$ cat src/hw/rv_pkg.sv
package rv_pkg;

        //////////////////////////////
        // Widths
        //////////////////////////////

        localparam int XLEN    = 32;
        localparam int IMEM_AW = 6;
        localparam int DMEM_AW = 6;

        typedef logic [XLEN-1:0]    word_t;
        typedef logic [31:0]        instr_t;
        // Byte address into instruction memory
        typedef logic [IMEM_AW+1:0] pc_t;
        typedef logic [4:0]         reg_id_t;

        //////////////////////////////
        // Opcodes
        //////////////////////////////

        localparam logic [6:0] OPC_RTYPE  = 7'b0110011;
        localparam logic [6:0] OPC_ITYPE  = 7'b0010011;
        localparam logic [6:0] OPC_LOAD   = 7'b0000011;
        localparam logic [6:0] OPC_STORE  = 7'b0100011;
        localparam logic [6:0] OPC_BRANCH = 7'b1100011;
        localparam logic [6:0] OPC_SYSTEM = 7'b1110011;

        // Operand source for the execute stage
        typedef enum logic [1:0] {
                FWD_NONE,
                FWD_MEM,
                FWD_WB
        } fwd_sel_e;

        typedef enum logic [2:0] {
                ALU_ADD,
                ALU_SUB,
                ALU_AND,
                ALU_OR,
                ALU_XOR,
                ALU_SLT
        } alu_op_e;

        //////////////////////////////
        // Stage records
        //////////////////////////////

        // One-word program load strobe
        typedef struct packed {
                logic               valid;
                logic [IMEM_AW-1:0] addr;
                instr_t             instr;
        } imem_load_t;

        // All zero is a bubble
        typedef struct packed {
                logic    reg_write;
                logic    mem_write;
                logic    mem_to_reg;
                logic    alu_src_imm;
                logic    branch;
                logic    branch_ne;
                logic    halt;
                alu_op_e alu_op;
        } ctrl_t;

        typedef struct packed {
                pc_t     pc;
                reg_id_t rs1;
                reg_id_t rs2;
                reg_id_t rd;
                word_t   rs1_data;
                word_t   rs2_data;
                word_t   imm;
                ctrl_t   ctrl;
        } id_ex_t;

        typedef struct packed {
                word_t   alu_result;
                word_t   store_data;
                reg_id_t rd;
                logic    reg_write;
                logic    mem_write;
                logic    mem_to_reg;
                logic    halt;
        } ex_mem_t;

        typedef struct packed {
                word_t   result;
                reg_id_t rd;
                logic    reg_write;
                logic    halt;
        } mem_wb_t;

        // Retirement trace
        typedef struct packed {
                logic    valid;
                reg_id_t rd;
                word_t   data;
        } wb_trace_t;

endpackage

$ cat src/hw/rv_data_mem.sv
`timescale 1ns/10ps

module rv_data_mem (
        input  logic          clk,
        input  logic          i_we,
        input  rv_pkg::word_t i_addr,
        input  rv_pkg::word_t i_wdata,
        output rv_pkg::word_t o_rdata
);
        import rv_pkg::*;

        word_t              ram [2**DMEM_AW];
        logic [DMEM_AW-1:0] word_addr;

        // Byte address to word index
        assign word_addr = i_addr[DMEM_AW+1:2];

        always_ff @(posedge clk) begin
                if (i_we) begin
                        ram[word_addr] <= i_wdata;
                end
        end

        assign o_rdata = ram[word_addr];

        // Word accesses only, the core parks the address at zero otherwise
        a_word_aligned: assert property (
                @(posedge clk) $isunknown(i_addr) || i_addr[1:0] == 2'b00)
                else $error("unaligned data access at %h", i_addr);

endmodule

$ cat config.mk
export PLATFORM = sky130hd
export DESIGN_NAME = rv_data_mem
export DESIGN_NICKNAME = d
export VERILOG_FILES = /design/src/hw/rv_pkg.sv /design/src/hw/rv_data_mem.sv
export SDC_FILE = /design/constraint.sdc
export NUM_CORES = 2
export LEC_CHECK = 0
export BUFFER_PORTS_ARGS = -buffer_cell sky130_fd_sc_hd__clkbuf_2
export CAP_MARGIN = 30
export CORE_MARGIN = 2
export CORE_UTILIZATION = 45
export DETAILED_ROUTE_END_ITERATION = 7
export HOLD_SLACK_MARGIN = 0.15
export PLACE_DENSITY_LB_ADDON = 0.12
export SYNTH_ARGS = -nofsm -noshare
export SYNTH_HDL_FRONTEND = slang
export SYNTH_SLANG_ARGS = --single-unit
$ cat constraint.sdc
create_clock -name clk -period 4.3 [get_ports clk]
set_input_delay 1.075 -clock clk [delete_from_list [all_inputs] [get_ports clk]]
set_output_delay 1.075 -clock clk [all_outputs]
set_load 0.005 [all_outputs]
==> out/results.txt <==
Status: complete, but fails checks
Failing checks: setup timing
Final Cycle Share: 108.5%
Synthesized cell area: 78,290 um2
Normalized max-slew margin: 32.27%
Routed via count: 45.43k
Library cells used by synthesis: 55
Final Hold Fails: 0
Final HPWL DP: 146.6 mm
Die ar.: 177,300 um2
Initial antenna violation count: 16
Max_cap viols: 0
Filler cells: 13.26k
Pin count of the biggest net entering global routing: 65
Initial Util: 45.14%
Crit. End Element: output pin
Overall Global Routing Usage: 27.38%
Die Wd: 421.1 um
Final ANT Viol Nets: 0
TritonCTS Buffers: 207
Die span in y: 421.1 um
CTS max path bufs: 3
Final WL: 247.3 mm
Tmin final: 4.668 ns
Hold Path Class: in -> reg
Max FFs per register: 2,048
Port bufs: 71
Peak supply drop: 0.4282 mV
Crit-path max FO: 6
Yosys warns: 0
Worst EP required: 3.22 ns
Root Driver: clkbuf_16
Nets: 4,999
Placer Congestion: 0.8672
Clock sinks: 2,048
Placed insts: 6,890
Flops & latches, synth: 2,048
H-tree levels: 4
Total Neg Setup Slack: -7.120 ns
DR iter-0 viols: 5,598
CP Launch Type: input port
Seq/Total Area, Yosys: 78.56%
Vias in the first global route: 44.05k
Pre-antenna DRT Iters: 6
RSZ-0062 raised after global routing: yes
Core area: 173,400 um2
Clock Pin Slew Worst Setup and Hold Paths: 0.06 ns
Max-slew violations: 0
Avg WL per Cell: 33.21 um
EDFF count, synth: 2,048
# rows: 153
Crit path arrival time: 3.59 ns
Kind of critical path: in -> out
Leakage: 32.82 nW
Most used flip-flop cell after synthesis: edfxtp_1
Setup violators final: 32
Post-Syn Instances: 4,207
Overflow after GRT: 0
Syn avg cell area: 18.61 um2
Share of layout cells above drive strength 1: 34.91%
Async SR Flop Fraction: 0%
Vias/cell: 6.102
Worst-margin pin slew: 1.016 ns
Fmax achieved: 0.2142 GHz
DRC violations left: 0
Area Growth Syn to Fin: 26.46%
Most flops, register: ram
Power Density: 432.6 nW/um2
Largest regs: ram (2048)
Layout Cells excl Fill: 7,445
Ports: 98
Clock tree from TritonCTS: built
First-pass GRT wire length: 342.9 mm
Worst path setup slack after routing: -0.3676 ns
Post-Syn Nets: 4,273
CTS Hold Bufs: 0
==> cells in the mapped netlist (all sizes together), types with 2 or more instances <==
master,number,area share [%]
clkbuf,169,0.82
o2bb2ai,15,0.17
buf,129,0.87
nor2b,8,0.064
a221o,15,0.19
mux4,96,2.8
o21ai,85,0.54
a211oi,17,0.16
nand2b,18,0.14
edfxtp,2048,79
o22ai,93,0.74
nand4,3,0.024
nor2,145,0.70
nor4,14,0.11
nor3,22,0.14
a22oi,188,1.8
and3,85,0.68
a22o,66,0.74
a222oi,16,0.20
o221ai,6,0.067
and3b,2,0.022
nand2,28,0.13
or3,4,0.032
inv,2,0.0096
o22a,70,0.78
o311ai,2,0.022
nand3,54,0.35
a21oi,121,0.77
nand3b,2,0.019
mux2,147,2.1
or4,15,0.14
a221oi,175,2.0
and2,5,0.040
a2111oi,15,0.17
a31oi,43,0.34
mux2i,259,3.3
or4b,14,0.18
==> power breakdown <==
group          internal (mW)  switching, mW
registers               22.1         0.0316
logic                   1.40           2.01
clock network           9.70           7.58
total                   33.2           9.63
==> final timing paths <==
| check | slack [ns] | start | cells past startpoint | end |
|---|---|---|---|---|
| setup / recovery | -0.37 | i_addr[2] | 8 | o_rdata[11] |
| hold / removal | 0.57 | i_wdata[31] | 1 | ram[22][31] |
==> routing by layer <==
| layer | global-route usage (%) | vias up | share of wire [%] |
|---|---|---|---|
| met5 | 0 | - | 0.0028 |
| met3 | 5.000 | 319 | 8.4 |
| li1 | - | 19090 | - |
| met4 | 8.656 | 2 | 3.4 |
| met1 | 39.09 | 23970 | 41 |
| met2 | 42.88 | 2053 | 47 |
==> kinds of logic (layout without fill, tap and decap cells) <==
logic type / after synthesis / in the layout / synth area share [%]
flops: 2048 / 2048 / 78.56
compound gates: 933 / 933 / 8.733
mux: 502 / 502 / 8.188
simple gates: 424 / 428 / 2.829
buf+inv: 300 / 1199 / 1.696
other cells: 0 / 10 / 0
==> worst max-delay path, cell delays in order <==
cell	delay, ns
buf_16	0.14
buf_12	0.13
mux4_2	0.53
mux2i_4	0.21
nor2_4	0.09
or4b_4	0.64
or4_4	0.62
clkbuf_2	0.14
==> metrics by stage <==
| stage | util (%) | setup slack [ns] | total power [mW] | cell area [um2] | hold slack, ns |
|---|---|---|---|---|---|
| 6_report | 57.08 | -0.3676 | 42.83 | 99010 | 0.5744 |
| 5_1_grt | 57.07 | -0.4025 | 44.01 | 98980 | 0.5420 |
| 4_1_cts | 56.36 | -0.3941 | 42.91 | 97740 | 0.5113 |
| 3_5_place_dp | 50.16 | -0.9202 | 25.30 | 86990 | 1.419 |
| 3_3_place_gp | 50.05 | -0.9194 | 25.26 | 86800 | 1.463 |
| 2_1_floorplan | - | -0.01180 | 23.64 | 78290 | 1.174 |
==> cell type report <==
class	count	area, um2	share of cell area, %
Multi-Input combinational cell	1863	18650	18.84
Clock inverter	125	980.9	0.9908
Antenna cell	10	25.02	0.02528
Clock buffer	261	5468	5.523
Sequential cell	2048	61500	62.12
Tap cell	2325	2909	2.938
Timing Repair Buffer	811	9450	9.545
Inverter	2	22.52	0.02275
==> what timing repair did <==
item	CTS	global route
hold endpoints to repair	0	0
resized for setup	552	199
setup endpoints to repair	32	32
pin swaps	176	119
buffers inserted	114	43
cloned	33	6
==> placed cells by master, fill, tap and decap left out, types with 37 or more instances in the layout <==
master and count:
edfxtp_1 2048, buf_4 425, mux2i_1 236, clkbuf_16 217
buf_12 153, a22oi_1 145, mux2_2 143, a21oi_1 109
a221oi_1 100, buf_6 97, mux4_2 96, o22ai_1 79
nor2_4 77, and3_1 67, a22o_1 66, a221oi_2 65
o22a_1 64, clkinv_1 61, o21ai_0 54, clkbuf_1 50
clkbuf_2 48, nor2_1 45, a22oi_2 43, clkinv_2 37
buf_16 37
(Power assumes the default switching activity.)
