==> src/hw/rv_pkg.sv <==
package rv_pkg;

        //////////////////////////////
        // Widths
        //////////////////////////////

        localparam int XLEN    = 32;
        localparam int IMEM_AW = 6;
        localparam int DMEM_AW = 6;

        typedef logic [XLEN-1:0]    word_t;
        typedef logic [31:0]        instr_t;
        // Byte address into instruction memory
        typedef logic [IMEM_AW+1:0] pc_t;
        typedef logic [4:0]         reg_id_t;

        //////////////////////////////
        // Opcodes
        //////////////////////////////

        localparam logic [6:0] OPC_RTYPE  = 7'b0110011;
        localparam logic [6:0] OPC_ITYPE  = 7'b0010011;
        localparam logic [6:0] OPC_LOAD   = 7'b0000011;
        localparam logic [6:0] OPC_STORE  = 7'b0100011;
        localparam logic [6:0] OPC_BRANCH = 7'b1100011;
        localparam logic [6:0] OPC_SYSTEM = 7'b1110011;

        // Operand source for the execute stage
        typedef enum logic [1:0] {
                FWD_NONE,
                FWD_MEM,
                FWD_WB
        } fwd_sel_e;

        typedef enum logic [2:0] {
                ALU_ADD,
                ALU_SUB,
                ALU_AND,
                ALU_OR,
                ALU_XOR,
                ALU_SLT
        } alu_op_e;

        //////////////////////////////
        // Stage records
        //////////////////////////////

        // One-word program load strobe
        typedef struct packed {
                logic               valid;
                logic [IMEM_AW-1:0] addr;
                instr_t             instr;
        } imem_load_t;

        // All zero is a bubble
        typedef struct packed {
                logic    reg_write;
                logic    mem_write;
                logic    mem_to_reg;
                logic    alu_src_imm;
                logic    branch;
                logic    branch_ne;
                logic    halt;
                alu_op_e alu_op;
        } ctrl_t;

        typedef struct packed {
                pc_t     pc;
                reg_id_t rs1;
                reg_id_t rs2;
                reg_id_t rd;
                word_t   rs1_data;
                word_t   rs2_data;
                word_t   imm;
                ctrl_t   ctrl;
        } id_ex_t;

        typedef struct packed {
                word_t   alu_result;
                word_t   store_data;
                reg_id_t rd;
                logic    reg_write;
                logic    mem_write;
                logic    mem_to_reg;
                logic    halt;
        } ex_mem_t;

        typedef struct packed {
                word_t   result;
                reg_id_t rd;
                logic    reg_write;
                logic    halt;
        } mem_wb_t;

        // Retirement trace
        typedef struct packed {
                logic    valid;
                reg_id_t rd;
                word_t   data;
        } wb_trace_t;

endpackage

==> src/hw/rv_fetch.sv <==
`timescale 1ns/10ps

module rv_fetch (
        input  logic               clk,
        input  logic               i_rst_n,
        input  rv_pkg::imem_load_t i_load,
        input  logic               i_start,
        input  logic               i_stall,
        input  logic               i_redirect,
        input  rv_pkg::pc_t        i_target,
        input  logic               i_halt_seen,
        output rv_pkg::instr_t     o_instr,
        output rv_pkg::pc_t        o_pc,
        output logic               o_valid
);
        import rv_pkg::*;

        instr_t imem [2**IMEM_AW];
        pc_t    pc;
        logic   running;
        instr_t fetched;
        logic   fetch_en;

        // Word index from byte PC
        assign fetched  = imem[pc[IMEM_AW+1:2]];
        assign fetch_en = running && !i_halt_seen && !i_stall;

        // Program load port, idle core only
        always_ff @(posedge clk) begin
                if (i_load.valid && !running) begin
                        imem[i_load.addr] <= i_load.instr;
                end
        end

        always_ff @(posedge clk) begin
                if (!i_rst_n) begin
                        pc      <= '0;
                        running <= 1'b0;
                        o_valid <= 1'b0;
                end else if (i_start) begin
                        pc      <= '0;
                        running <= 1'b1;
                        o_valid <= 1'b0;
                end else if (i_redirect) begin
                        // Taken branch squashes IF/ID
                        // An ECALL in the branch shadow is squashed too, so fetch resumes
                        pc      <= i_target;
                        running <= 1'b1;
                        o_valid <= 1'b0;
                end else if (fetch_en) begin
                        pc      <= pc + pc_t'(4);
                        o_valid <= 1'b1;
                        // Stop after ECALL
                        if (fetched[6:0] == OPC_SYSTEM) begin
                                running <= 1'b0;
                        end
                end else if (!i_stall) begin
                        o_valid <= 1'b0;
                end
        end

        // IF/ID payload
        always_ff @(posedge clk) begin
                if (fetch_en && !i_start && !i_redirect) begin
                        o_instr <= fetched;
                        o_pc    <= pc;
                end
        end

        a_no_load_while_running: assert property (
                @(posedge clk) disable iff (!i_rst_n) i_load.valid |-> !running)
                else $error("instruction load during a run");

endmodule

==> config.mk <==
export PLATFORM = sky130hd
export DESIGN_NAME = rv_fetch
export DESIGN_NICKNAME = d
export VERILOG_FILES = /design/src/hw/rv_pkg.sv /design/src/hw/rv_fetch.sv
export SDC_FILE = /design/constraint.sdc
export NUM_CORES = 2
export LEC_CHECK = 0
export ABC_AREA = 1
export CAP_MARGIN = 20
export CORE_ASPECT_RATIO = 1.4
export CORE_UTILIZATION = 40
export CTS_BUF_LIST = sky130_fd_sc_hd__clkbuf_8
export DETAILED_ROUTE_END_ITERATION = 6
export DONT_BUFFER_PORTS = 1
export PLACE_DENSITY = 0.61
export SETUP_SLACK_MARGIN = 0.05
export SKIP_LAST_GASP = 1
export SYNTH_ARGS = -nofsm -noshare
export SYNTH_HDL_FRONTEND = slang
export SYNTH_SLANG_ARGS = --single-unit
==> constraint.sdc <==
create_clock -name clk -period 13.3 [get_ports clk]
set_input_delay 1.33 -clock clk [delete_from_list [all_inputs] [get_ports clk]]
set_output_delay 1.33 -clock clk [all_outputs]
set_load 0.02 [all_outputs]
==> summary.txt <==
Pwr
  • PD cells: about 140 nW/um2
  • Maximum VDD drop: 0.0000692 V
  • Sequential power share: 57.5%
  • Switching Fraction: between 20% and 30%
  • Clock power share: 38.5%
  • Logic pwr share: 3.9%
  • Psw: 0.00289 W
  • P_leak: 29.5 nW
  • Power Total: 0.0127 W
  • Internal Power: just under 0.01 W

Global routing
  • Grt peak-use layer: met2
  • M3 GR Usage: around 4.2%
  • Total Routing Usage GR: between 20% and 30%
  • Met2 Usage GRT: between 40% and 50%
  • Antenna violations before repair: 8
  • Number of global-route vias before repair: roughly 53000
  • Largest net degree at the start of global routing: 227
  • Routing usage on met1: a little under a third
  • First-pass GRT wire length: ~370 mm
  • Gr ovfl total: 0

Die
  • Die Area: 209000 um2
  • # rows: a little under 200
  • Die Height: 540 um
  • Chip width: slightly below 400 um
  • I/O pin count: 94
  • Initial Util: 40.2%
  • Core Region: approximately 210000 um2

Synthesis
  • Post-synth top area cell: edfxtp_1
  • Syn Inst Count: roughly 6300
  • Top FF cell, synth: edfxtp_1
  • Synth warnings: 0
  • Most frequent cell after synthesis: edfxtp_1
  • Cell Area, Synth: 82700 um2
  • Synth cell count leaders: edfxtp_1, nor2_1, o21ai_0
  • Number of synthesized flops with an enable pin: roughly 2100
  • Largest cells by area after synthesis: edfxtp_1, o21ai_0, nor2_1
  • Fraction of registers with async set/reset: 0%
  • Unique masters post-synth: 37
  • Synthesized Nets: 6351
  • Yosys reg bits: about 2100
  • Share of the synthesized area in the top cell type: about 76%
  • Syn_area_per_cell: around 13 um2
  • Post-synthesis sequential area ratio: around 76%

Route
  • Wire per inst: between 20 and 30 um
  • Initial DRC count: between 6000 and 7000
  • Via count: approximately 55000
  • Vias per cell: roughly 5.9
  • Router iterations before antenna repair: 7
  • DRT antenna net count: 0
  • Post-route DRC: 0
  • Post-Route WL: approximately 260 mm

STA
  • Slew Viols, Final: 0
  • Setup ws final: 8.33 ns
  • RSZ-0062 raised after global routing: no
  • Total negative slack: 0 ns
  • Max Freq: 201 MHz
  • Final setup fails: 0
  • Final Skew: roughly 0.064 ns
  • Min cycle time layout: around 5 ns
  • Period utilisation layout: between 30% and 40%
  • Worst relative slew slack: between 20% and 30%
  • Fin. Hold Viols: 0
  • Worst Hold Slack: 0.433 ns
  • Worst-Margin Slew: between 1 and 1.5 ns

Status
  • Status: finished, final reports clean

Finish
  • Fill cells: about 19000
  • Final nets: around 6300
  • Multi-input gate area: between 15000 and 20000 um2
  • Share of cells above drive strength 1: under 10%
  • Reg area: ~63000 um2
  • Non-Filler Instances: a little over 9000
  • Synth-to-Final Area Change: 9.86%

Clock network
  • Root buffer cell: clkbuf_8
  • CTS HTree Levels: 5
  • PostCTS Resize Cnt: 0
  • CTS tree: done
  • Cts bufs inserted: roughly 320
  • CTS max path bufs: 4
  • Clock Pin Slew Worst Setup and Hold Paths: 0.06 ns
  • Postcts setup bufs: 0
  • CTS Hold Bufs: 0
  • Clk Latency, worst-skew pair: ~0.96 ns
  • # clock sinks: 2104

Setup path
  • Largest stage delay, worst path: roughly 0.84 ns
  • Critical Path AT: between 5 and 6 ns
  • Crit end category: flop
  • Type of the worst setup path: flop to flop
  • Worst Path Buf+Inv: 3
  • Crit path max fanout: 90
  • Worst path most repeated cell: buf_4
  • Worst path top cell family by delay: buffers and inverters
  • Startpoint types: flop
  • Crit path max-delay cell type: buf_4
  • Worst EP required: 14.03 ns
  • Worst-path cell chain: buf_4 -> buf_4 -> buf_4 -> o21ai_0 -> o22ai_1 -> nor2_1 -> o22ai_1 -> o21ai_0 -> o21ai_1

Place
  • Placer Congestion: 0.822
  • Hpwl dp: between 100 and 150 mm
  • Port Buffers: 0
  • Pre-CTS WS: roughly 8.5 ns
  • DP Cell Count: ~8700

Run
  • Max-Cap Viols: 0

Worst hold path
  • Hold WC Path Type: flop to flop
## power groups by stage
stage          combinational (W)  clock (W)  sequential, W
4_1_cts                 0.000494    0.00497        0.00733
6_report                0.000499    0.00491        0.00733
2_1_floorplan           0.000335          0        0.00746
3_5_place_dp            0.000492          0        0.00747
3_3_place_gp            0.000489          0        0.00747
5_1_grt                 0.000539    0.00524        0.00732
## cell families after synthesis
group / after synthesis / synth area share (%)
adders and majority gates: 1 / 0.0151
and+or+nand+nor: 2263 / 11.2
xor gates and xnor gates: 4 / 0.0423
buffers and inverters: 473 / 2.96
AOI/OAI and AO/OA: 1452 / 9.60
DFF: 2104 / 76.2
## sequential cells by signal, summed over array words and instances (netlist names), named ones only
| name | count |
|---|---|
| imem | 2048 |
| o_instr | 32 |
| running | 1 |
| pc | 8 |
| o_pc | 8 |
| o_valid | 1 |
## cell type report
| cell class | count | share of cell area, % |
|---|---|---|
| flip-flops and latches | 2104 | 69.4 |
| multi-input cells | 3720 | 19.5 |
| clock buffers | 325 | 4.92 |
| well taps | 2686 | 3.70 |
| clock inverters | 222 | 1.25 |
| repair buffers | 126 | 1.10 |
| inverters | 25 | 0.145 |
| diodes | 6 | 0.0165 |
## cells in the final DEF (no fill, tap or decap), drive strengths merged
master	netlist	final
diode	0	6
xor2	4	4
nand4	9	9
a221oi	1	1
o221ai	4	4
clkinv	1	118
or2	11	11
buf	238	126
a31oi	2	2
and3	1	1
inv	24	117
edfxtp	2088	2088
nor4	8	8
a311oi	1	1
ha	1	1
bufinv	0	7
o21bai	7	7
dfxtp	16	16
o22ai	440	440
and2	4	4
clkinvlp	0	5
clkbuf	210	325
o21ai	949	949
a21boi	1	1
a21oi	14	14
nand2	688	688
a211oi	5	5
nor2	989	989
nor3	4	4
nand3	549	549
o211ai	28	28
## worst paths after layout
| path | from | to | slack, ns | cells after the start |
|---|---|---|---|---|
| setup reg to reg | flop | o_instr[25]$_DFFE_PP_ | 8.33 | 9 |
| setup / recovery | flop | o_instr[25]$_DFFE_PP_ | 8.33 | 9 |
| hold / removal | pc[1]$_SDFFE_PP0P_ | o_pc[1]$_DFFE_PP_ | 0.43 | 0 |
| hold reg to reg | pc[1]$_SDFFE_PP0P_ | o_pc[1]$_DFFE_PP_ | 0.43 | 0 |
## through the flow
step / instance area (um2) / utilization (%)
CTS: 90900 / 44.2
global placement: 85300 / 41.5
finish: 90900 / 44.2
detailed placement: 85300 / 41.5
floorplan: 82700 / -
global route: 90900 / 44.2
## per-layer routing
| layer | vias to the layer above | part of all wire [%] |
|---|---|---|
| li1 | 23300 | - |
| met3 | 575 | 8.9 |
| met4 | 0 | 4.4 |
| met2 | 3036 | 49 |
| met5 | - | 0 |
| met1 | 27700 | 37 |
Note: power is estimated with default switching activity, not from simulation.
