**src/hw/rv_pkg.sv**
```systemverilog
package rv_pkg;

        //////////////////////////////
        // Widths
        //////////////////////////////

        localparam int XLEN    = 32;
        localparam int IMEM_AW = 6;
        localparam int DMEM_AW = 6;

        typedef logic [XLEN-1:0]    word_t;
        typedef logic [31:0]        instr_t;
        // Byte address into instruction memory
        typedef logic [IMEM_AW+1:0] pc_t;
        typedef logic [4:0]         reg_id_t;

        //////////////////////////////
        // Opcodes
        //////////////////////////////

        localparam logic [6:0] OPC_RTYPE  = 7'b0110011;
        localparam logic [6:0] OPC_ITYPE  = 7'b0010011;
        localparam logic [6:0] OPC_LOAD   = 7'b0000011;
        localparam logic [6:0] OPC_STORE  = 7'b0100011;
        localparam logic [6:0] OPC_BRANCH = 7'b1100011;
        localparam logic [6:0] OPC_SYSTEM = 7'b1110011;

        // Operand source for the execute stage
        typedef enum logic [1:0] {
                FWD_NONE,
                FWD_MEM,
                FWD_WB
        } fwd_sel_e;

        typedef enum logic [2:0] {
                ALU_ADD,
                ALU_SUB,
                ALU_AND,
                ALU_OR,
                ALU_XOR,
                ALU_SLT
        } alu_op_e;

        //////////////////////////////
        // Stage records
        //////////////////////////////

        // One-word program load strobe
        typedef struct packed {
                logic               valid;
                logic [IMEM_AW-1:0] addr;
                instr_t             instr;
        } imem_load_t;

        // All zero is a bubble
        typedef struct packed {
                logic    reg_write;
                logic    mem_write;
                logic    mem_to_reg;
                logic    alu_src_imm;
                logic    branch;
                logic    branch_ne;
                logic    halt;
                alu_op_e alu_op;
        } ctrl_t;

        typedef struct packed {
                pc_t     pc;
                reg_id_t rs1;
                reg_id_t rs2;
                reg_id_t rd;
                word_t   rs1_data;
                word_t   rs2_data;
                word_t   imm;
                ctrl_t   ctrl;
        } id_ex_t;

        typedef struct packed {
                word_t   alu_result;
                word_t   store_data;
                reg_id_t rd;
                logic    reg_write;
                logic    mem_write;
                logic    mem_to_reg;
                logic    halt;
        } ex_mem_t;

        typedef struct packed {
                word_t   result;
                reg_id_t rd;
                logic    reg_write;
                logic    halt;
        } mem_wb_t;

        // Retirement trace
        typedef struct packed {
                logic    valid;
                reg_id_t rd;
                word_t   data;
        } wb_trace_t;

endpackage

```
**src/hw/rv_decode.sv**
```systemverilog
`timescale 1ns/10ps

module rv_decode (
        input  rv_pkg::instr_t  i_instr,
        output rv_pkg::reg_id_t o_rs1,
        output rv_pkg::reg_id_t o_rs2,
        output rv_pkg::reg_id_t o_rd,
        output rv_pkg::word_t   o_imm,
        output rv_pkg::ctrl_t   o_ctrl,
        output logic            o_illegal
);
        import rv_pkg::*;

        logic [6:0] opcode;
        logic [2:0] funct3;
        logic [6:0] funct7;
        word_t      imm_i;
        word_t      imm_s;
        word_t      imm_b;

        //////////////////////////////
        // Fields
        //////////////////////////////

        assign opcode = i_instr[6:0];
        assign funct3 = i_instr[14:12];
        assign funct7 = i_instr[31:25];
        assign o_rd   = i_instr[11:7];
        assign o_rs1  = i_instr[19:15];
        assign o_rs2  = i_instr[24:20];

        // Sign-extended immediates per format
        assign imm_i = {{20{i_instr[31]}}, i_instr[31:20]};
        assign imm_s = {{20{i_instr[31]}}, i_instr[31:25], i_instr[11:7]};
        // B format keeps bit 0 at zero
        assign imm_b = {{19{i_instr[31]}}, i_instr[31], i_instr[7],
                        i_instr[30:25], i_instr[11:8], 1'b0};

        //////////////////////////////
        // Control
        //////////////////////////////

        always_comb begin
                o_ctrl    = '0;
                o_imm     = imm_i;
                o_illegal = 1'b0;
                case (opcode)
                OPC_RTYPE: begin
                        o_ctrl.reg_write = 1'b1;
                        case ({funct7, funct3})
                        {7'h00, 3'b000}: o_ctrl.alu_op = ALU_ADD;
                        {7'h20, 3'b000}: o_ctrl.alu_op = ALU_SUB;
                        {7'h00, 3'b111}: o_ctrl.alu_op = ALU_AND;
                        {7'h00, 3'b110}: o_ctrl.alu_op = ALU_OR;
                        {7'h00, 3'b100}: o_ctrl.alu_op = ALU_XOR;
                        {7'h00, 3'b010}: o_ctrl.alu_op = ALU_SLT;
                        default:         o_illegal = 1'b1;
                        endcase
                end
                OPC_ITYPE: begin
                        // ADDI only
                        o_ctrl.reg_write   = 1'b1;
                        o_ctrl.alu_src_imm = 1'b1;
                        o_illegal          = (funct3 != 3'b000);
                end
                OPC_LOAD: begin
                        // LW, address is rs1 plus imm
                        o_ctrl.reg_write   = 1'b1;
                        o_ctrl.mem_to_reg  = 1'b1;
                        o_ctrl.alu_src_imm = 1'b1;
                        o_illegal          = (funct3 != 3'b010);
                end
                OPC_STORE: begin
                        o_ctrl.mem_write   = 1'b1;
                        o_ctrl.alu_src_imm = 1'b1;
                        o_imm              = imm_s;
                        o_illegal          = (funct3 != 3'b010);
                end
                OPC_BRANCH: begin
                        // BEQ or BNE
                        o_ctrl.branch    = 1'b1;
                        o_ctrl.branch_ne = funct3[0];
                        o_imm            = imm_b;
                        o_illegal        = (funct3[2:1] != 2'b00);
                end
                OPC_SYSTEM: begin
                        // ECALL ends the program
                        o_ctrl.halt = 1'b1;
                        o_illegal   = (i_instr != 32'h0000_0073);
                end
                default: o_illegal = 1'b1;
                endcase
                // Unsupported encodings become a bubble
                if (o_illegal) begin
                        o_ctrl = '0;
                end
        end

endmodule

```
**config.mk**
```make
export PLATFORM = sky130hd
export DESIGN_NAME = rv_decode
export DESIGN_NICKNAME = d
export VERILOG_FILES = /design/src/hw/rv_pkg.sv /design/src/hw/rv_decode.sv
export SDC_FILE = /design/constraint.sdc
export NUM_CORES = 1
export LEC_CHECK = 0
export BUFFER_PORTS_ARGS = -buffer_cell sky130_fd_sc_hd__buf_2
export CAP_MARGIN = 20
export CORE_MARGIN = 3
export CORE_UTILIZATION = 35
export DETAILED_ROUTE_END_ITERATION = 10
export PLACE_DENSITY_LB_ADDON = 0.05
export REMOVE_ABC_BUFFERS = 1
export SLEW_MARGIN = 20
export SYNTH_ARGS = -nofsm -noshare
export SYNTH_HDL_FRONTEND = slang
export SYNTH_SLANG_ARGS = --single-unit
export TNS_END_PERCENT = 20
```
**constraint.sdc**
```tcl
create_clock -name vclk -period 1.5
set_input_delay 0.15 -clock vclk [all_inputs]
set_output_delay 0.15 -clock vclk [all_outputs]
set_load 0.005 [all_outputs]
```
==> results by group, run 1 <==
Job
  • Total of max-cap violations: 0

Critical path
  • CP startpoint kind: input pin
  • Crit path capture: o_ctrl[3]
  • Largest delay share family, worst path: simple AND/OR/NAND/NOR gates
  • Bufs and invs on worst path: 2
  • Crit-path cells: buf_2 > nor4_2 > nand3_1 > nor3_2 > nor4b_2 > buf_2
  • Largest stage delay on the critical path: 0.29 ns
  • Crit Path Class: input pin to output pin
  • Crit path depth: 6
  • Cell mode on critical path: buf_2
  • Critical Path RT: between 1 and 1.5 ns
  • Max FO, Critical Path: 3
  • CP startpoint: i_instr[20]
  • Slowest cell on the critical path: nor4_2
  • CP endpoint kind: output pin
  • WP data arrival: 1.28 ns

Routing
  • Iter 0 DRT Violations: 6
  • Vias: 844
  • Post-route DRC: 0
  • Drt via density: 4.47
  • Antenna Nets Post-Route: 0
  • Avg WL per Cell: about 11 um
  • Drt total wl: 2080 um
  • Drt pass-1 iters: 4

Final layout
  • Area Overhead vs Synth: 32.9%
  • Clock buf count: 0
  • Multi-input logic area: 437 um2
  • Seq_cells: 0
  • Layout cells sized above 1: 67.3%
  • Number of antenna diodes: 0
  • Seq. cell area: 0 um2
  • Layout net count: 196
  • FILL cells: 215

Yosys
  • Post-synth top area share: 42.6%
  • Sequential area share after synthesis: 0%
  • Avg Cell Area, Syn: around 6.8 um2
  • Xor and xnor fraction of the mapped netlist area: 2.36%
  • Main combinational cell family by area after synthesis: buffers and inverters
  • Cell taking the most area after synthesis: buf_4
  • Post-synthesis cell area: roughly 740 um2
  • Distinct cell type count of the synthesized netlist: 30
  • Ranking of synthesized cells by area: buf_4 (43%), nand2_1 (8.6%), nor4_1 (4.2%)
  • Yosys Warn Count: 0
  • Synth Area in Simple Gates: between 40 and 50%
  • Post-synthesis compound-gate area fraction: under 10%
  • Adder-Cell Fraction of Synth Area: 0%
  • Mux cell area share after synthesis: 3.38%
  • Syn Inst Count: about 110

Timing
  • Normalized max-slew margin: 82.5%
  • Final Hold Viols: 0
  • Setup repair after global routing missed its margin: true
  • Max-slew violation count: 0
  • Fin Setup TNS: 0 ns
  • Min cycle time layout: 1.43 ns
  • Slew @ Worst Pin: 0.260 ns
  • FMAX: 698 MHz
  • Final Worst Setup Slack: around 0.067 ns
  • Finish-stage setup viols: 0
  • Period Utilization, post-route: a little over nine tenths

Global route
  • Initial antenna violation count: 0
  • Number of global-route vias before repair: 650
  • Wire length of the first global-routing pass: 2810 um
  • Largest net degree at the start of global routing: 19
  • GRT Residual Overflow: 0
  • Tot GR Track Use: 12.7%

Place
  • Placer congestion estimate: 0.777
  • Half-perimeter wire length after placement: about 1800 um
  • Worst slack, placed: between 0.02 and 0.03 ns
  • Port Buf Inserts: 90

Die
  • # IOs: 90
  • Horiz. Die Dim: 52.0 um
  • Initial core utilization: around 37%
  • Core area: 1980 um2
  • Die ar.: 2700 um2
  • FP Rows: 16
  • Die height: between 50 and 60 um

Power and ir drop
  • Peak supply drop: 0.120 mV
  • Static Leak: between 0.0005 and 0.0006 uW
  • Power per cell area: 223 nW/um2

Hold path
  • Hold WC Path Type: input pin to output pin

Outcome
  • Outcome: complete, no violations

Clock tree
  • Post-CTS Setup Inserts: 0
==> final cells by class <==
| type | instances | share of cell area [%] |
|---|---|---|
| multi-input cells | 63 | 44.3 |
| well taps | 27 | 3.43 |
| inverters | 1 | 0.381 |
| repair buffers | 98 | 51.8 |
==> what timing repair did <==
action                                  CTS  global route
resized for setup                         0             5
endpoints found under the setup margin    0             4
hold buffers                              0             0
==> where the power goes <==
part	leakage (uW)	switching (uW)	internal [uW]
sequential	0	0	0
combinational	0.000546	105	114
clock	0	0	0
==> routing by layer <==
layer | track usage [%] | vias up | routed length (um) | share of wire (%)
met5 | 0 | - | 0 | 0
li1 | - | 439 | - | -
met3 | 0 | 0 | 193 | 9.3
met1 | 16.9 | 362 | 824 | 40
met4 | 0 | 0 | 0 | 0
met2 | 24.1 | 43 | 1060 | 51
==> stage by stage <==
stage	total power [uW]	std cells	instance area (um2)	utilization, %	hold WS (ns)
after floorplan	48.7	64	412	-	0.300
after global placement	215	189	956	48.2	0.482
after detailed placement	217	189	956	48.2	0.484
after CTS	217	189	956	48.2	0.483
after global routing	245	189	985	49.7	0.490
final	220	189	985	49.7	0.482
==> kinds of logic after synthesis <==
group | Yosys count
XOR/XNOR | 2
buffers and inverters | 46
AND/OR/NAND/NOR | 49
multiplexers | 2
AO/OA/AOI/OAI | 10
==> worst min-delay path by stage <==
stage,start,end,slack [ns],depth (start not counted)
finish,i_instr[27],o_imm[7],0.48,2
global route,i_instr[25],o_imm[5],0.49,2
CTS,i_instr[15],o_rs1[0],0.48,2
detailed placement,i_instr[27],o_imm[7],0.48,2
global placement,i_instr[29],o_imm[9],0.48,2
floorplan,i_instr[30],o_imm[10],0.30,0
==> layout by cell type (no fill, tap or decap) <==
cell type,instances
o21ai_0,1
nor3b_1,1
nor3b_4,1
o21ai_1,2
a21oi_1,2
mux2i_1,1
o21a_1,3
buf_4,8
nor4_2,2
and4bb_2,1
nor3_2,2
nor2_1,6
nand2_2,1
nand4_1,1
nor4_1,3
xnor2_1,2
nand3b_1,3
nor2b_1,1
nor3_1,3
inv_1,1
buf_2,90
and4_1,1
and3_1,1
nand4bb_4,1
nand2_1,17
mux2_4,1
nand3_1,2
nor4b_2,2
o311ai_1,1
o32a_1,1
==> synthesized netlist by cell type <==
| library cell | instances |
|---|---|
| nor3b_1 | 1 |
| nor4_1 | 5 |
| and3_1 | 1 |
| nor2b_1 | 1 |
| nand4bb_4 | 1 |
| o311ai_1 | 1 |
| buf_2 | 2 |
| buf_4 | 42 |
| nor3b_4 | 1 |
| mux2i_1 | 1 |
| nand2_2 | 1 |
| o21a_1 | 3 |
| nand4_1 | 1 |
| nand2_1 | 17 |
| xnor2_1 | 2 |
| and4bb_2 | 1 |
| nor3_1 | 5 |
| inv_1 | 1 |
| nand3b_1 | 3 |
| and4_1 | 1 |
| nand3_1 | 2 |
| a21oi_1 | 2 |
| nor2_1 | 6 |
| nor4b_1 | 1 |
| o32a_1 | 1 |
| nor4b_2 | 1 |
| clkbuf_1 | 1 |
| o21ai_0 | 1 |
| o21ai_1 | 2 |
| mux2_4 | 1 |
Power figures use the tool's default switching activity.
==> run 2: changes to the inputs <==
--- a/config.mk
+++ b/config.mk
@@ -10,6 +10,7 @@
 export CORE_MARGIN = 3
 export CORE_UTILIZATION = 35
 export DETAILED_ROUTE_END_ITERATION = 10
+export GPL_TIMING_DRIVEN = 0
 export PLACE_DENSITY_LB_ADDON = 0.05
 export REMOVE_ABC_BUFFERS = 1
 export SLEW_MARGIN = 20
==> constraint.sdc (replaced) <==
create_clock -name vclk -period 1.6
set_input_delay 0.16 -clock vclk [all_inputs]
set_output_delay 0.16 -clock vclk [all_outputs]
set_load 0.005 [all_outputs]
==> results by group, run 2 (same netlist as run 1, synthesis figures left out) <==
Critical path
  • Max FO, Critical Path: 4 (was 3)
  • Critical Path RT: 1.44 ns (was 1.35 ns)
  • CP startpoint kind: input pin (unchanged)
  • CP endpoint kind: output pin (unchanged)
  • Crit Path Class: input pin to output pin (unchanged)
  • WP data arrival: 1.29 ns (was 1.28 ns)

Hold path
  • Hold EP: o_rs1[0] (was o_imm[7])
  • Hold path cells: 2 (unchanged)
  • HP Start: i_instr[15] (was i_instr[27])
  • Hold WC Path Type: input pin to output pin (unchanged)

Global route
  • Wire length of the first global-routing pass: 2500 um (was 2810 um)
  • GRT Residual Overflow: 0 (unchanged)
  • Tot GR Track Use: 11.3% (was 12.7%)
  • Initial antenna violation count: 0 (unchanged)
  • Largest net degree at the start of global routing: 23 (was 19)
  • Number of global-route vias before repair: 573 (was 650)

Place
  • Port Buf Inserts: 90 (unchanged)
  • Half-perimeter wire length after placement: 1710 um (was 1840 um)
  • Area after DPL: 896 um2 (was 956 um2)
  • Placer congestion estimate: 0.731 (was 0.777)

Final layout
  • Most frequent cells in the layout: buf_2 (90), nand2_1 (17), nor2_1 (6) (was buf_2 (90), nand2_1 (17), buf_4 (8))
  • Clock buf count: 0 (unchanged)
  • Post-layout instance area: 921 um2 (was 985 um2)
  • Area Overhead vs Synth: 24.3% (was 32.9%)
  • FILL cells: 230 (was 215)
  • Seq_cells: 0 (unchanged)
  • Post-route core utilization: 46.5% (was 49.7%)
  • Layout cells sized above 1: 64.1% (was 67.3%)
  • Layout net count: 190 (was 196)
  • Most common cell after layout, fill and taps aside: buf_2 (unchanged)
  • Number of antenna diodes: 0 (unchanged)
  • Seq. cell area: 0 um2 (unchanged)

Die
  • FP Rows: 16 (unchanged)
  • Horiz. Die Dim: 52.0 um (unchanged)
  • Die height: 52.0 um (unchanged)
  • Core area: 1980 um2 (unchanged)
  • Initial core utilization: 37.4% (unchanged)
  • # IOs: 90 (unchanged)
  • Die ar.: 2700 um2 (unchanged)

Timing
  • Finish-stage setup viols: 0 (unchanged)
  • FMAX: 690 MHz
  • Period Utilization, post-route: 90.5%
  • Normalized max-slew margin: 81.3% (was 82.5%)
  • Slew @ Worst Pin: 0.278 ns (was 0.260 ns)
  • Final Hold Viols: 0 (unchanged)
  • Max-slew violation count: 0 (unchanged)
  • Min cycle time layout: 1.45 ns
  • Fin Setup TNS: 0 ns (unchanged)
  • Setup repair after global routing missed its margin: false (was true)

Routing
  • Avg WL per Cell: 10.6 um (was 11.0 um)
  • Drt pass-1 iters: 4 (unchanged)
  • Drt via density: 4.42 (was 4.47)
  • Drt total wl: 1930 um (was 2080 um)
  • Iter 0 DRT Violations: 19 (was 6)
  • Antenna Nets Post-Route: 0 (unchanged)
  • Vias: 809 (was 844)
  • Post-route DRC: 0 (unchanged)

Power and ir drop
  • Power per cell area: 206 nW/um2 (was 223 nW/um2)
  • Peak supply drop: 0.120 mV (about the same)
  • Static Leak: 0.000515 uW (was 0.000546 uW)

Clock tree
  • CTS Hold Bufs: 0 (unchanged)

Job
  • Total of max-cap violations: 0 (unchanged)

Outcome
  • Outcome: complete, no violations (unchanged)
run 2: cell types whose count changed in the layout (fill, tap and decap cells not counted):
cell / change
nor4b_2: -1
nor4_2: -2
nor4_1: +2
nor4b_1: +1
buf_4: -6
run 2: metrics by stage:
stage	hold WS [ns]	instances	worst slack (ns)	total power, uW
finish	0.502	183	0.151	190
global route	0.510	183	0.0176	213
CTS	0.503	181	0.0268	190
detailed placement	0.503	181	0.0263	190
global placement	0.502	181	0.0333	189
floorplan	0.320	64	0.366	45.7
run 2: area by class of cell:
type / count / area, um2 / share of cell area (%)
inverters: 1 / 3.75 / 0.408
repair buffers: 92 / 465 / 50.5
multi-input cells: 63 / 418 / 45.4
well taps: 27 / 33.8 / 3.67
run 2: worst max path at each step:
stage	startpoint	end	slack, ns
after global routing	i_instr[20]	o_ctrl[3]	0.02
after global placement	i_instr[2]	o_imm[11]	0.03
final	i_instr[2]	o_imm[11]	0.15
after detailed placement	i_instr[2]	o_imm[11]	0.03
after CTS	i_instr[2]	o_imm[11]	0.03
after floorplan	i_instr[2]	o_imm[11]	0.37
run 2: per-layer routing:
metal	global-route usage [%]	vias to the layer above	part of all wire, %
met2	19.9	41	48
li1	-	430	-
met5	0	-	0
met3	0.287	0	11
met1	16.2	338	41
met4	0	0	0
run 2: critical path, cell delays in order:
cell and delay (ns):
buf_2 0.10, nand4bb_4 0.24, nor3b_4 0.26, nand2_2 0.10, mux2_4 0.29, buf_2 0.13
run 2: power by group:
part	internal (uW)	switching (uW)	total, uW
combinational	96.6	93.0	190
clock	0	0	0
sequential	0	0	0
run 2: repair_timing:
item                                    4_1_cts  5_1_grt
endpoints found under the setup margin        0        2
buffers inserted                              0        2
resized for setup                             0        2
