$ cat src/hw/rv_pkg.sv
package rv_pkg;

        //////////////////////////////
        // Widths
        //////////////////////////////

        localparam int XLEN    = 32;
        localparam int IMEM_AW = 6;
        localparam int DMEM_AW = 6;

        typedef logic [XLEN-1:0]    word_t;
        typedef logic [31:0]        instr_t;
        // Byte address into instruction memory
        typedef logic [IMEM_AW+1:0] pc_t;
        typedef logic [4:0]         reg_id_t;

        //////////////////////////////
        // Opcodes
        //////////////////////////////

        localparam logic [6:0] OPC_RTYPE  = 7'b0110011;
        localparam logic [6:0] OPC_ITYPE  = 7'b0010011;
        localparam logic [6:0] OPC_LOAD   = 7'b0000011;
        localparam logic [6:0] OPC_STORE  = 7'b0100011;
        localparam logic [6:0] OPC_BRANCH = 7'b1100011;
        localparam logic [6:0] OPC_SYSTEM = 7'b1110011;

        // Operand source for the execute stage
        typedef enum logic [1:0] {
                FWD_NONE,
                FWD_MEM,
                FWD_WB
        } fwd_sel_e;

        typedef enum logic [2:0] {
                ALU_ADD,
                ALU_SUB,
                ALU_AND,
                ALU_OR,
                ALU_XOR,
                ALU_SLT
        } alu_op_e;

        //////////////////////////////
        // Stage records
        //////////////////////////////

        // One-word program load strobe
        typedef struct packed {
                logic               valid;
                logic [IMEM_AW-1:0] addr;
                instr_t             instr;
        } imem_load_t;

        // All zero is a bubble
        typedef struct packed {
                logic    reg_write;
                logic    mem_write;
                logic    mem_to_reg;
                logic    alu_src_imm;
                logic    branch;
                logic    branch_ne;
                logic    halt;
                alu_op_e alu_op;
        } ctrl_t;

        typedef struct packed {
                pc_t     pc;
                reg_id_t rs1;
                reg_id_t rs2;
                reg_id_t rd;
                word_t   rs1_data;
                word_t   rs2_data;
                word_t   imm;
                ctrl_t   ctrl;
        } id_ex_t;

        typedef struct packed {
                word_t   alu_result;
                word_t   store_data;
                reg_id_t rd;
                logic    reg_write;
                logic    mem_write;
                logic    mem_to_reg;
                logic    halt;
        } ex_mem_t;

        typedef struct packed {
                word_t   result;
                reg_id_t rd;
                logic    reg_write;
                logic    halt;
        } mem_wb_t;

        // Retirement trace
        typedef struct packed {
                logic    valid;
                reg_id_t rd;
                word_t   data;
        } wb_trace_t;

endpackage

$ cat src/hw/rv_execute.sv
`timescale 1ns/10ps

module rv_execute (
        input  rv_pkg::id_ex_t   i_id_ex,
        input  rv_pkg::fwd_sel_e i_fwd_a,
        input  rv_pkg::fwd_sel_e i_fwd_b,
        input  rv_pkg::word_t    i_from_mem,
        input  rv_pkg::word_t    i_from_wb,
        output rv_pkg::word_t    o_alu_result,
        output rv_pkg::word_t    o_store_data,
        output logic             o_redirect,
        output rv_pkg::pc_t      o_target
);
        import rv_pkg::*;

        word_t op_a;
        word_t op_b;
        word_t alu_b;
        logic  equal;

        // Forwarding mux, same for both operands
        function automatic word_t fwd_mux(fwd_sel_e sel, word_t reg_val,
                                          word_t mem_val, word_t wb_val);
                case (sel)
                FWD_MEM: return mem_val;
                FWD_WB:  return wb_val;
                default: return reg_val;
                endcase
        endfunction

        assign op_a = fwd_mux(i_fwd_a, i_id_ex.rs1_data, i_from_mem, i_from_wb);
        assign op_b = fwd_mux(i_fwd_b, i_id_ex.rs2_data, i_from_mem, i_from_wb);

        // Stores write the forwarded rs2
        assign o_store_data = op_b;
        assign alu_b        = i_id_ex.ctrl.alu_src_imm ? i_id_ex.imm : op_b;

        //////////////////////////////
        // ALU
        //////////////////////////////

        always_comb begin
                case (i_id_ex.ctrl.alu_op)
                ALU_SUB: o_alu_result = op_a - alu_b;
                ALU_AND: o_alu_result = op_a & alu_b;
                ALU_OR:  o_alu_result = op_a | alu_b;
                ALU_XOR: o_alu_result = op_a ^ alu_b;
                ALU_SLT: o_alu_result = word_t'($signed(op_a) < $signed(alu_b));
                default: o_alu_result = op_a + alu_b;
                endcase
        end

        //////////////////////////////
        // Branch
        //////////////////////////////

        // BNE inverts the compare
        assign equal      = (op_a == op_b);
        assign o_redirect = i_id_ex.ctrl.branch && (equal ^ i_id_ex.ctrl.branch_ne);
        assign o_target   = i_id_ex.pc + i_id_ex.imm[IMEM_AW+1:0];

endmodule

$ cat config.mk
export PLATFORM = sky130hd
export DESIGN_NAME = rv_execute
export DESIGN_NICKNAME = d
export VERILOG_FILES = /design/src/hw/rv_pkg.sv /design/src/hw/rv_execute.sv
export SDC_FILE = /design/constraint.sdc
export NUM_CORES = 1
export LEC_CHECK = 0
export BUFFER_PORTS_ARGS = -buffer_cell sky130_fd_sc_hd__buf_4
export CAP_MARGIN = 20
export CORE_MARGIN = 1
export CORE_UTILIZATION = 45
export DETAILED_ROUTE_END_ITERATION = 8
export PLACE_DENSITY = 0.73
export SLEW_MARGIN = 20
export SYNTH_ARGS = -nofsm -noshare
export SYNTH_HDL_FRONTEND = slang
export SYNTH_SLANG_ARGS = --single-unit
$ cat constraint.sdc
create_clock -name vclk -period 16.9
set_input_delay 2.535 -clock vclk [all_inputs]
set_output_delay 2.535 -clock vclk [all_outputs]
set_load 0.05 [all_outputs]
==> impl_metrics.toml, run 1 <==
[layout]
antenna_cells = 0
postLayoutCellArea_um2 = 9694
clock_buffers = 0
fill_cells = 1784
seqCellArea_um2 = 0
syn_to_final_growth_pct = 24.45
fin_nets = 1761
flops_and_latches = 0
layout-drive-gt1-share_pct = 19.08

[power_and_ir_drop]
ir_drop_mv = 0.04714
p_leak_uw = 0.004761
power_density_nw_per_um2 = 67.72

[yosys]
syn_avg_cell_area_um2 = 6.081
syn-num-nets = 1588
synth.distinct_cells = 73
synth.largest_area_cell = "ha_1"
yosys.area_share.adder_pct = 17.96
synth-xor-area-share_pct = 6.521
yosys_warnings = 0
synth_top_cell_area_share_pct = 17.19
synthCells = 1281
synthMuxAreaShare_pct = 0.9316
yosysSeqAreaShare_pct = 0
synth_area_leaders = "ha_1 (17%), a21oi_1 (11%), a22oi_1 (8.1%), nor2_1 (7.4%), inv_1 (6.9%)"
synth_compound_area_share_pct = 43.48
yosys.area_share.simple_pct = 19.66
syn_area_um2 = 7790
synth_top_family_by_area = "compound AO/OA/AOI/OAI gates"

[route]
drc = 0
via_per_inst = 6.222
wire_per_inst_um = 20.94
drtIter0Drc = 1021
routed_wl_mm = 35.01
dr.pass1.iters = 5
antenna_left = 0
vias = 10404

[placed_design]
dpl-instance-area_um2 = 9694
gp_congestion = 1.011
place_hpwl_mm = 27.87
port_buffers = 251

[grt]
first_global_vias = 9351
grt_pass1_wl_mm = 53.06
grt_max_degree = 82
grt_antenna_before_repair = 0
grt.overflow.total = 0
grt.total_usage_pct = 37.78

[setup_path]
path_class = "in -> out"
required_ns = 14.37
worstSetupStartpoint = "i_fwd_b[1]"
arrival_ns = 8.05
crit_fanout = 64
start_kind = "input pin"
end_kind = "output pin"

[clock_tree]
post_cts_resized = 0
post_cts_buffers = 0
hold_buffers = 0

[timing]
setup_viol = 0
tns_ns = 0
final.period_utilization_pct = 62.64
hold_viol_final = 0
rsz0062_at_grt = "no"
maxSlewHeadroom_pct = 23.07
drv_slew = 0
fmax_ghz = 0.09446
worst_pin_slew_ns = 1.151
period_needed_ns = 10.59

[job]
cap_viol_max_count = 0

[hold_path]
hold_path_class = "in -> out"
hold_start = "i_id_ex[121]"

[floorplan]
num_io_pins = 270
start_util_pct = 46.48
rows = 47
dieArea_um2 = 17840
core-area_um2 = 16760
die_h_um = 133.6
fp.dieW_um = 133.6

[status]
outcome = "complete, no violations"
-- power by group --
part	internal [uW]	switching, uW
combinational	222	435
clock	0	0
sequential	0	0
total	222	435
-- Yosys cell counts (6+ instances only) --
library cell	instances
clkbuf_1	71
o31ai_1	7
xnor2_1	28
and3_1	7
a211oi_1	8
o21bai_1	11
o22ai_1	16
o21a_1	11
inv_1	144
nand4_1	10
nor4_1	13
ha_1	107
o21ai_0	99
buf_1	17
a21oi_1	165
nand3_1	9
nand2_1	103
a2111oi_0	6
a22oi_1	84
a221o_1	7
a21o_1	14
o211ai_1	15
o221ai_1	11
nand2b_1	9
nor2_1	153
nor3_1	16
nor2b_1	7
xor2_1	30
-- kinds of logic (layout without fill, tap and decap cells) --
family                   after synthesis  after routing
adder cells (fa/ha/maj)              110            110
multiplexers                           7              7
XOR/XNOR                              58             58
AO/OA/AOI/OAI                        522            522
buffers and inverters                237            408
AND/OR/NAND/NOR                      347            347
-- critical path, cell delays in order --
cell and delay (ns):
buf_4 0.11, ha_2 0.30, buf_4 0.51, nor2_1 0.11, a21oi_1 0.36, o21ai_0 0.23
ha_1 0.59, nor2b_1 0.09, a2111oi_0 0.78, a2111oi_0 0.27, a211oi_1 0.39, a21oi_1 0.26
a21oi_1 0.61, or4_1 0.21, o2111ai_1 0.10, a211o_1 0.37, buf_4 0.21
-- through the flow --
| stage | instances | hold WS [ns] | setup slack [ns] | util [%] | total power (uW) |
|---|---|---|---|---|---|
| 2_1_floorplan | 1281 | 5.414 | 7.353 | - | 451.9 |
| 3_3_place_gp | 1672 | 5.446 | 6.669 | 57.84 | 634.2 |
| 3_5_place_dp | 1672 | 5.449 | 6.581 | 57.84 | 641.8 |
| 4_1_cts | 1672 | 5.449 | 6.548 | 57.84 | 644.2 |
| 5_1_grt | 1672 | 5.456 | 6.021 | 57.84 | 701.1 |
| 6_report | 1672 | 5.449 | 6.313 | 57.84 | 656.5 |
-- cells in the final DEF (no fill, tap or decap), types with 13 or more instances in the layout --
master    count
a21o_1       14
a21oi_1     165
a22oi_1      84
buf_4       261
ha_1        105
inv_1       144
nand2_1     103
nor2_1      153
nor3_1       15
nor4_1       13
o211ai_1     15
o21ai_0      99
o22ai_1      16
xnor2_1      28
xor2_1       30
-- cell type report --
cell class / instances / area (um2) / area share, %
Timing Repair Buffer: 261 / 1959 / 20.21
Inverter: 147 / 551.8 / 5.692
Tap cell: 220 / 275.3 / 2.839
Multi-Input combinational cell: 1044 / 6908 / 71.26
-- layer usage --
| layer | global-route usage (%) | vias up | part of all wire [%] |
|---|---|---|---|
| met5 | 0 | - | 0 |
| met4 | 10.42 | 0 | 3.3 |
| met3 | 2.740 | 67 | 8.0 |
| met2 | 62.82 | 551 | 47 |
| met1 | 52.07 | 4864 | 42 |
| li1 | - | 4922 | - |
-- final timing paths --
| kind | end | slack, ns | cells past startpoint |
|---|---|---|---|
| max | o_alu_result[25] | 6.31 | 17 |
| min | o_target[0] | 5.45 | 3 |
Power figures use the tool's default switching activity.
==> run 2, diff against run 1 <==
--- a/config.mk
+++ b/config.mk
@@ -10,7 +10,7 @@
 export CORE_MARGIN = 1
 export CORE_UTILIZATION = 45
 export DETAILED_ROUTE_END_ITERATION = 8
-export PLACE_DENSITY = 0.73
+export PLACE_DENSITY = 0.76
 export SLEW_MARGIN = 20
 export SYNTH_ARGS = -nofsm -noshare
 export SYNTH_HDL_FRONTEND = slang
==> constraint.sdc (replaced) <==
create_clock -name vclk -period 9.35
set_input_delay 1.4025 -clock vclk [all_inputs]
set_output_delay 1.4025 -clock vclk [all_outputs]
set_load 0.05 [all_outputs]
==> run 2 against run 1 <==
Net effect: sequential cell count did not move; critical endpoint unchanged; clock-buffer cell count did not move; core utilization is 0.37 points higher; power is 81% higher; design area up 0.65%; critical path depth shrank 1; final cell count grew 0.48%; via count up 0.96%; first-iteration DRC count increased by 2.7%.
==> impl_metrics.toml, run 2 (synthesis gave the netlist of run 1 again) <==
[status]
outcome = "complete, no violations"

[floorplan]
fp.dieW_um = 133.6
start_util_pct = 46.48
die_h_um = 133.6
dieArea_um2 = 17840
core-area_um2 = 16760
rows = 47
num_io_pins = 270

[timing]
period_needed_ns = 8.119
setup_slack_ns = 1.231
worst_pin_slew_ns = 1.069
hold_viol_final = 0
hold-worst-slack_ns = 3.184
tns_ns = 0
maxSlewHeadroom_pct = 28.33
drv_slew = 0
final.period_utilization_pct = 86.84
rsz0062_at_grt = "no"
fmax_ghz = 0.1232
setup_viol = 0

[placed_design]
place_hpwl_mm = 27.97
dp.cells = 1680
port_buffers = 251
dp_slack_ns = 1.441
gp_congestion = 1.028

[clock_tree]
post_cts_buffers = 0
post_cts_resized = 0
hold_buffers = 0

[route]
routed_wl_mm = 34.84
vias = 10504
drtIter0Drc = 1049
antenna_left = 0
via_per_inst = 6.252
wire_per_inst_um = 20.74
drc = 0
dr.pass1.iters = 5

[grt]
grt_pass1_wl_mm = 52.83
grt_max_degree = 76
grt.overflow.total = 0
grt_antenna_before_repair = 0
grt.total_usage_pct = 37.36
first_global_vias = 9628

[setup_path]
crit_fanout = 44
required_ns = 7.95
end_kind = "output pin"
arrival_ns = 6.72
path_class = "in -> out"
start_kind = "input pin"

[power_and_ir_drop]
power_density_nw_per_um2 = 122.1
p_leak_uw = 0.004798
ir_drop_mv = 0.07805

[layout]
fin_nets = 1769
syn_to_final_growth_pct = 25.25
layout-drive-gt1-share_pct = 19.59
seqCellArea_um2 = 0
layout_commonest_cell = "buf_4"
final_cell_mix = "buf_4 (269), a21oi_1 (165), nor2_1 (152)"
final_cells = 1680
antenna_cells = 0
flops_and_latches = 0
clock_buffers = 0

[hold_path]
holdPathStages = 3
hold_path_class = "in -> out"

[job]
cap_viol_max_count = 0
run 2: cell count changes in the layout (fill, tap and decap cells not counted):
cell    previous run  this run
nor2_2             0         1
buf_4            261       269
nor2_1           153       152
run 2: area by class of cell:
class | count | area, um2
fill | 1762 | 7003
timing repair buffer | 269 | 2019
inverter | 147 | 551.8
tap | 220 | 275.3
multi-input combinational | 1044 | 6910
run 2: where the power goes:
part           internal (uW)  switching [uW]  leakage [uW]
Combinational            406             785       0.00480
Sequential                 0               0             0
Clock                      0               0             0
run 2: worst max-delay path: stages:
cell	delay [ns]
buf_4	0.11
ha_2	0.85
nor2_1	0.13
a21oi_1	0.30
o21ai_0	0.20
ha_1	0.57
nor2b_1	0.09
a2111oi_0	0.65
a2111oi_0	0.23
a211oi_1	0.36
a21oi_1	0.25
a21oi_1	0.72
or4_1	0.21
o2111ai_1	0.11
a211o_1	0.32
buf_4	0.19
run 2: final timing paths:
| path | from | end | slack [ns] |
|---|---|---|---|
| worst max-delay path | i_fwd_b[1] | o_alu_result[25] | 1.23 |
| worst min-delay path | i_id_ex[121] | o_target[0] | 3.18 |
run 2: routing by layer:
| metal | routed length (um) | track usage [%] |
|---|---|---|
| met5 | 0 | 0 |
| met4 | 1506 | 14.52 |
| met3 | 3241 | 3.615 |
| met2 | 15370 | 58.42 |
| met1 | 14720 | 52.36 |
run 2: through the flow:
stage,area [um2],power (uW),utilization [%]
floorplan,7790,816.9,-
global placement,9757,1153,58.22
detailed placement,9757,1165,58.22
CTS,9757,1170,58.22
global route,9757,1273,58.22
finish,9757,1191,58.22
==> run 3, diff against run 2 <==
--- a/config.mk
+++ b/config.mk
@@ -11,6 +11,7 @@
 export CORE_UTILIZATION = 45
 export DETAILED_ROUTE_END_ITERATION = 8
 export PLACE_DENSITY = 0.76
+export RECOVER_POWER = 50
 export SLEW_MARGIN = 20
 export SYNTH_ARGS = -nofsm -noshare
 export SYNTH_HDL_FRONTEND = slang
==> run 3 against run 2 <==
Net effect: core utilization shrank 0.78 points; sequential cell count is the same; worst hold slack gained 0.025 ns; largest cell class unchanged; largest power group unchanged; first-iteration DRC count shrank 4.4%; non-clock buffer count is the same; global-route usage is the same; sequential share of layout area is the same.
==> impl_metrics.toml, run 3 (synthesis gave the netlist of run 1 again) <==
[clock_tree]
hold_buffers = 0
post_cts_buffers = 0
post_cts_resized = 0

[setup_path]
arrival_ns = 7.17
path_class = "in -> out"
path_buf_inv = 3
required_ns = 7.95
path_cells = "buf_4 -> inv_1 -> ha_1 -> nor2_1 -> a21oi_1 -> o21ai_0 -> ha_1 -> nor2b_1 -> a2111oi_0 -> a2111oi_0 -> a211oi_1 -> a21oi_1 -> a21oi_1 -> or4_1 -> o2111ai_1 -> a211o_1 -> buf_4"
critPathMaxStageDelay_ns = 1.21
start_kind = "input pin"
critPathSlowestCell = "ha_1"
end_kind = "output pin"
crit_fanout = 44
crit_path_frequent_cell = "a21oi_1"
crit_family = "compound AO/OA/AOI/OAI gates"

[layout]
layout_commonest_cell = "buf_4"
syn_to_final_growth_pct = 23.58
fill_cells = 1797
postLayoutCellArea_um2 = 9627
final_cell_mix = "buf_4 (235), a21oi_1 (165), nor2_1 (152)"
antenna_cells = 0
layout-drive-gt1-share_pct = 17.19
multi_input_area_um2 = 6908
clock_buffers = 0
seqCellArea_um2 = 0
flops_and_latches = 0
fin_nets = 1769

[timing]
period_needed_ns = 8.570
fmax_ghz = 0.1167
drv_slew = 0
setup_viol = 0
hold_viol_final = 0
final.period_utilization_pct = 91.66
worst_pin_slew_ns = 1.393
maxSlewHeadroom_pct = 7.118
rsz0062_at_grt = "no"
tns_ns = 0

[hold_path]
hold_start = "i_id_ex[5]"
holdPathEnd = "o_redirect"
hold_path_class = "in -> out"
holdPathStages = 3

[placed_design]
place_hpwl_mm = 27.97
port_buffers = 251
gp_congestion = 1.028
dpl-instance-area_um2 = 9757

[route]
drc = 0
vias = 10532
antenna_left = 0
drtIter0Drc = 1003
wire_per_inst_um = 20.70
routed_wl_mm = 34.78
dr.pass1.iters = 6
via_per_inst = 6.269

[floorplan]
num_io_pins = 270
dieArea_um2 = 17840
fp.dieW_um = 133.6
start_util_pct = 46.48
core-area_um2 = 16760
rows = 47
die_h_um = 133.6

[power_and_ir_drop]
seq_power_share_pct = 0
p_sw_share_pct = 66.91
power_density_nw_per_um2 = 122.0
p_clk_share_pct = 0
pwr-share-comb_pct = 100.0
cellInternalPower_uw = 388.6
ir_drop_mv = 0.07787
p_sw_uw = 785.9
p_leak_uw = 0.004671

[grt]
grt_max_degree = 76
grt_antenna_before_repair = 0
grt_pass1_wl_mm = 52.83
grt.overflow.total = 0
first_global_vias = 9628
grt.total_usage_pct = 37.36

[status]
outcome = "complete, no violations"

[job]
cap_viol_max_count = 0
-- run 3: power by group through the flow --
stage	logic, uW	clock network, uW	registers, uW
after floorplan	817	0	0
after global placement	1150	0	0
after detailed placement	1170	0	0
after CTS	1170	0	0
after global routing	1260	0	0
final	1170	0	0
-- run 3: metrics by stage --
step / hold slack, ns / power (uW) / util, % / setup slack (ns) / std cells
CTS: 3.186 / 1170 / 58.22 / 1.403 / 1680
floorplan: 3.149 / 816.9 / - / 2.068 / 1281
global route: 3.221 / 1256 / 57.44 / 0.4664 / 1680
finish: 3.209 / 1175 / 57.44 / 0.7800 / 1680
detailed placement: 3.188 / 1165 / 58.22 / 1.441 / 1680
global placement: 3.181 / 1153 / 58.22 / 1.484 / 1680
-- run 3: worst max path at each step --
stage / startpoint / to / slack [ns] / cells past startpoint
finish: i_fwd_b[0] / o_alu_result[25] / 0.78 / 17
global route: i_fwd_b[0] / o_alu_result[25] / 0.47 / 17
CTS: i_fwd_b[1] / o_alu_result[25] / 1.40 / 16
detailed placement: i_fwd_b[1] / o_alu_result[25] / 1.44 / 16
global placement: i_fwd_b[1] / o_alu_result[25] / 1.48 / 16
floorplan: i_fwd_b[0] / o_alu_result[30] / 2.07 / 18
-- run 3: layout make-up --
class | instances | area share [%]
Inverter | 147 | 5.732
Multi-Input combinational cell | 1044 | 71.76
Tap cell | 220 | 2.859
Timing Repair Buffer | 269 | 19.65
-- run 3: routing by layer --
metal	GRT usage (%)	vias up	share of wire, %
met5	0	-	0
met4	14.52	0	4.0
met3	3.615	80	8.9
met2	58.42	603	45
met1	52.36	4913	43
li1	-	4936	-
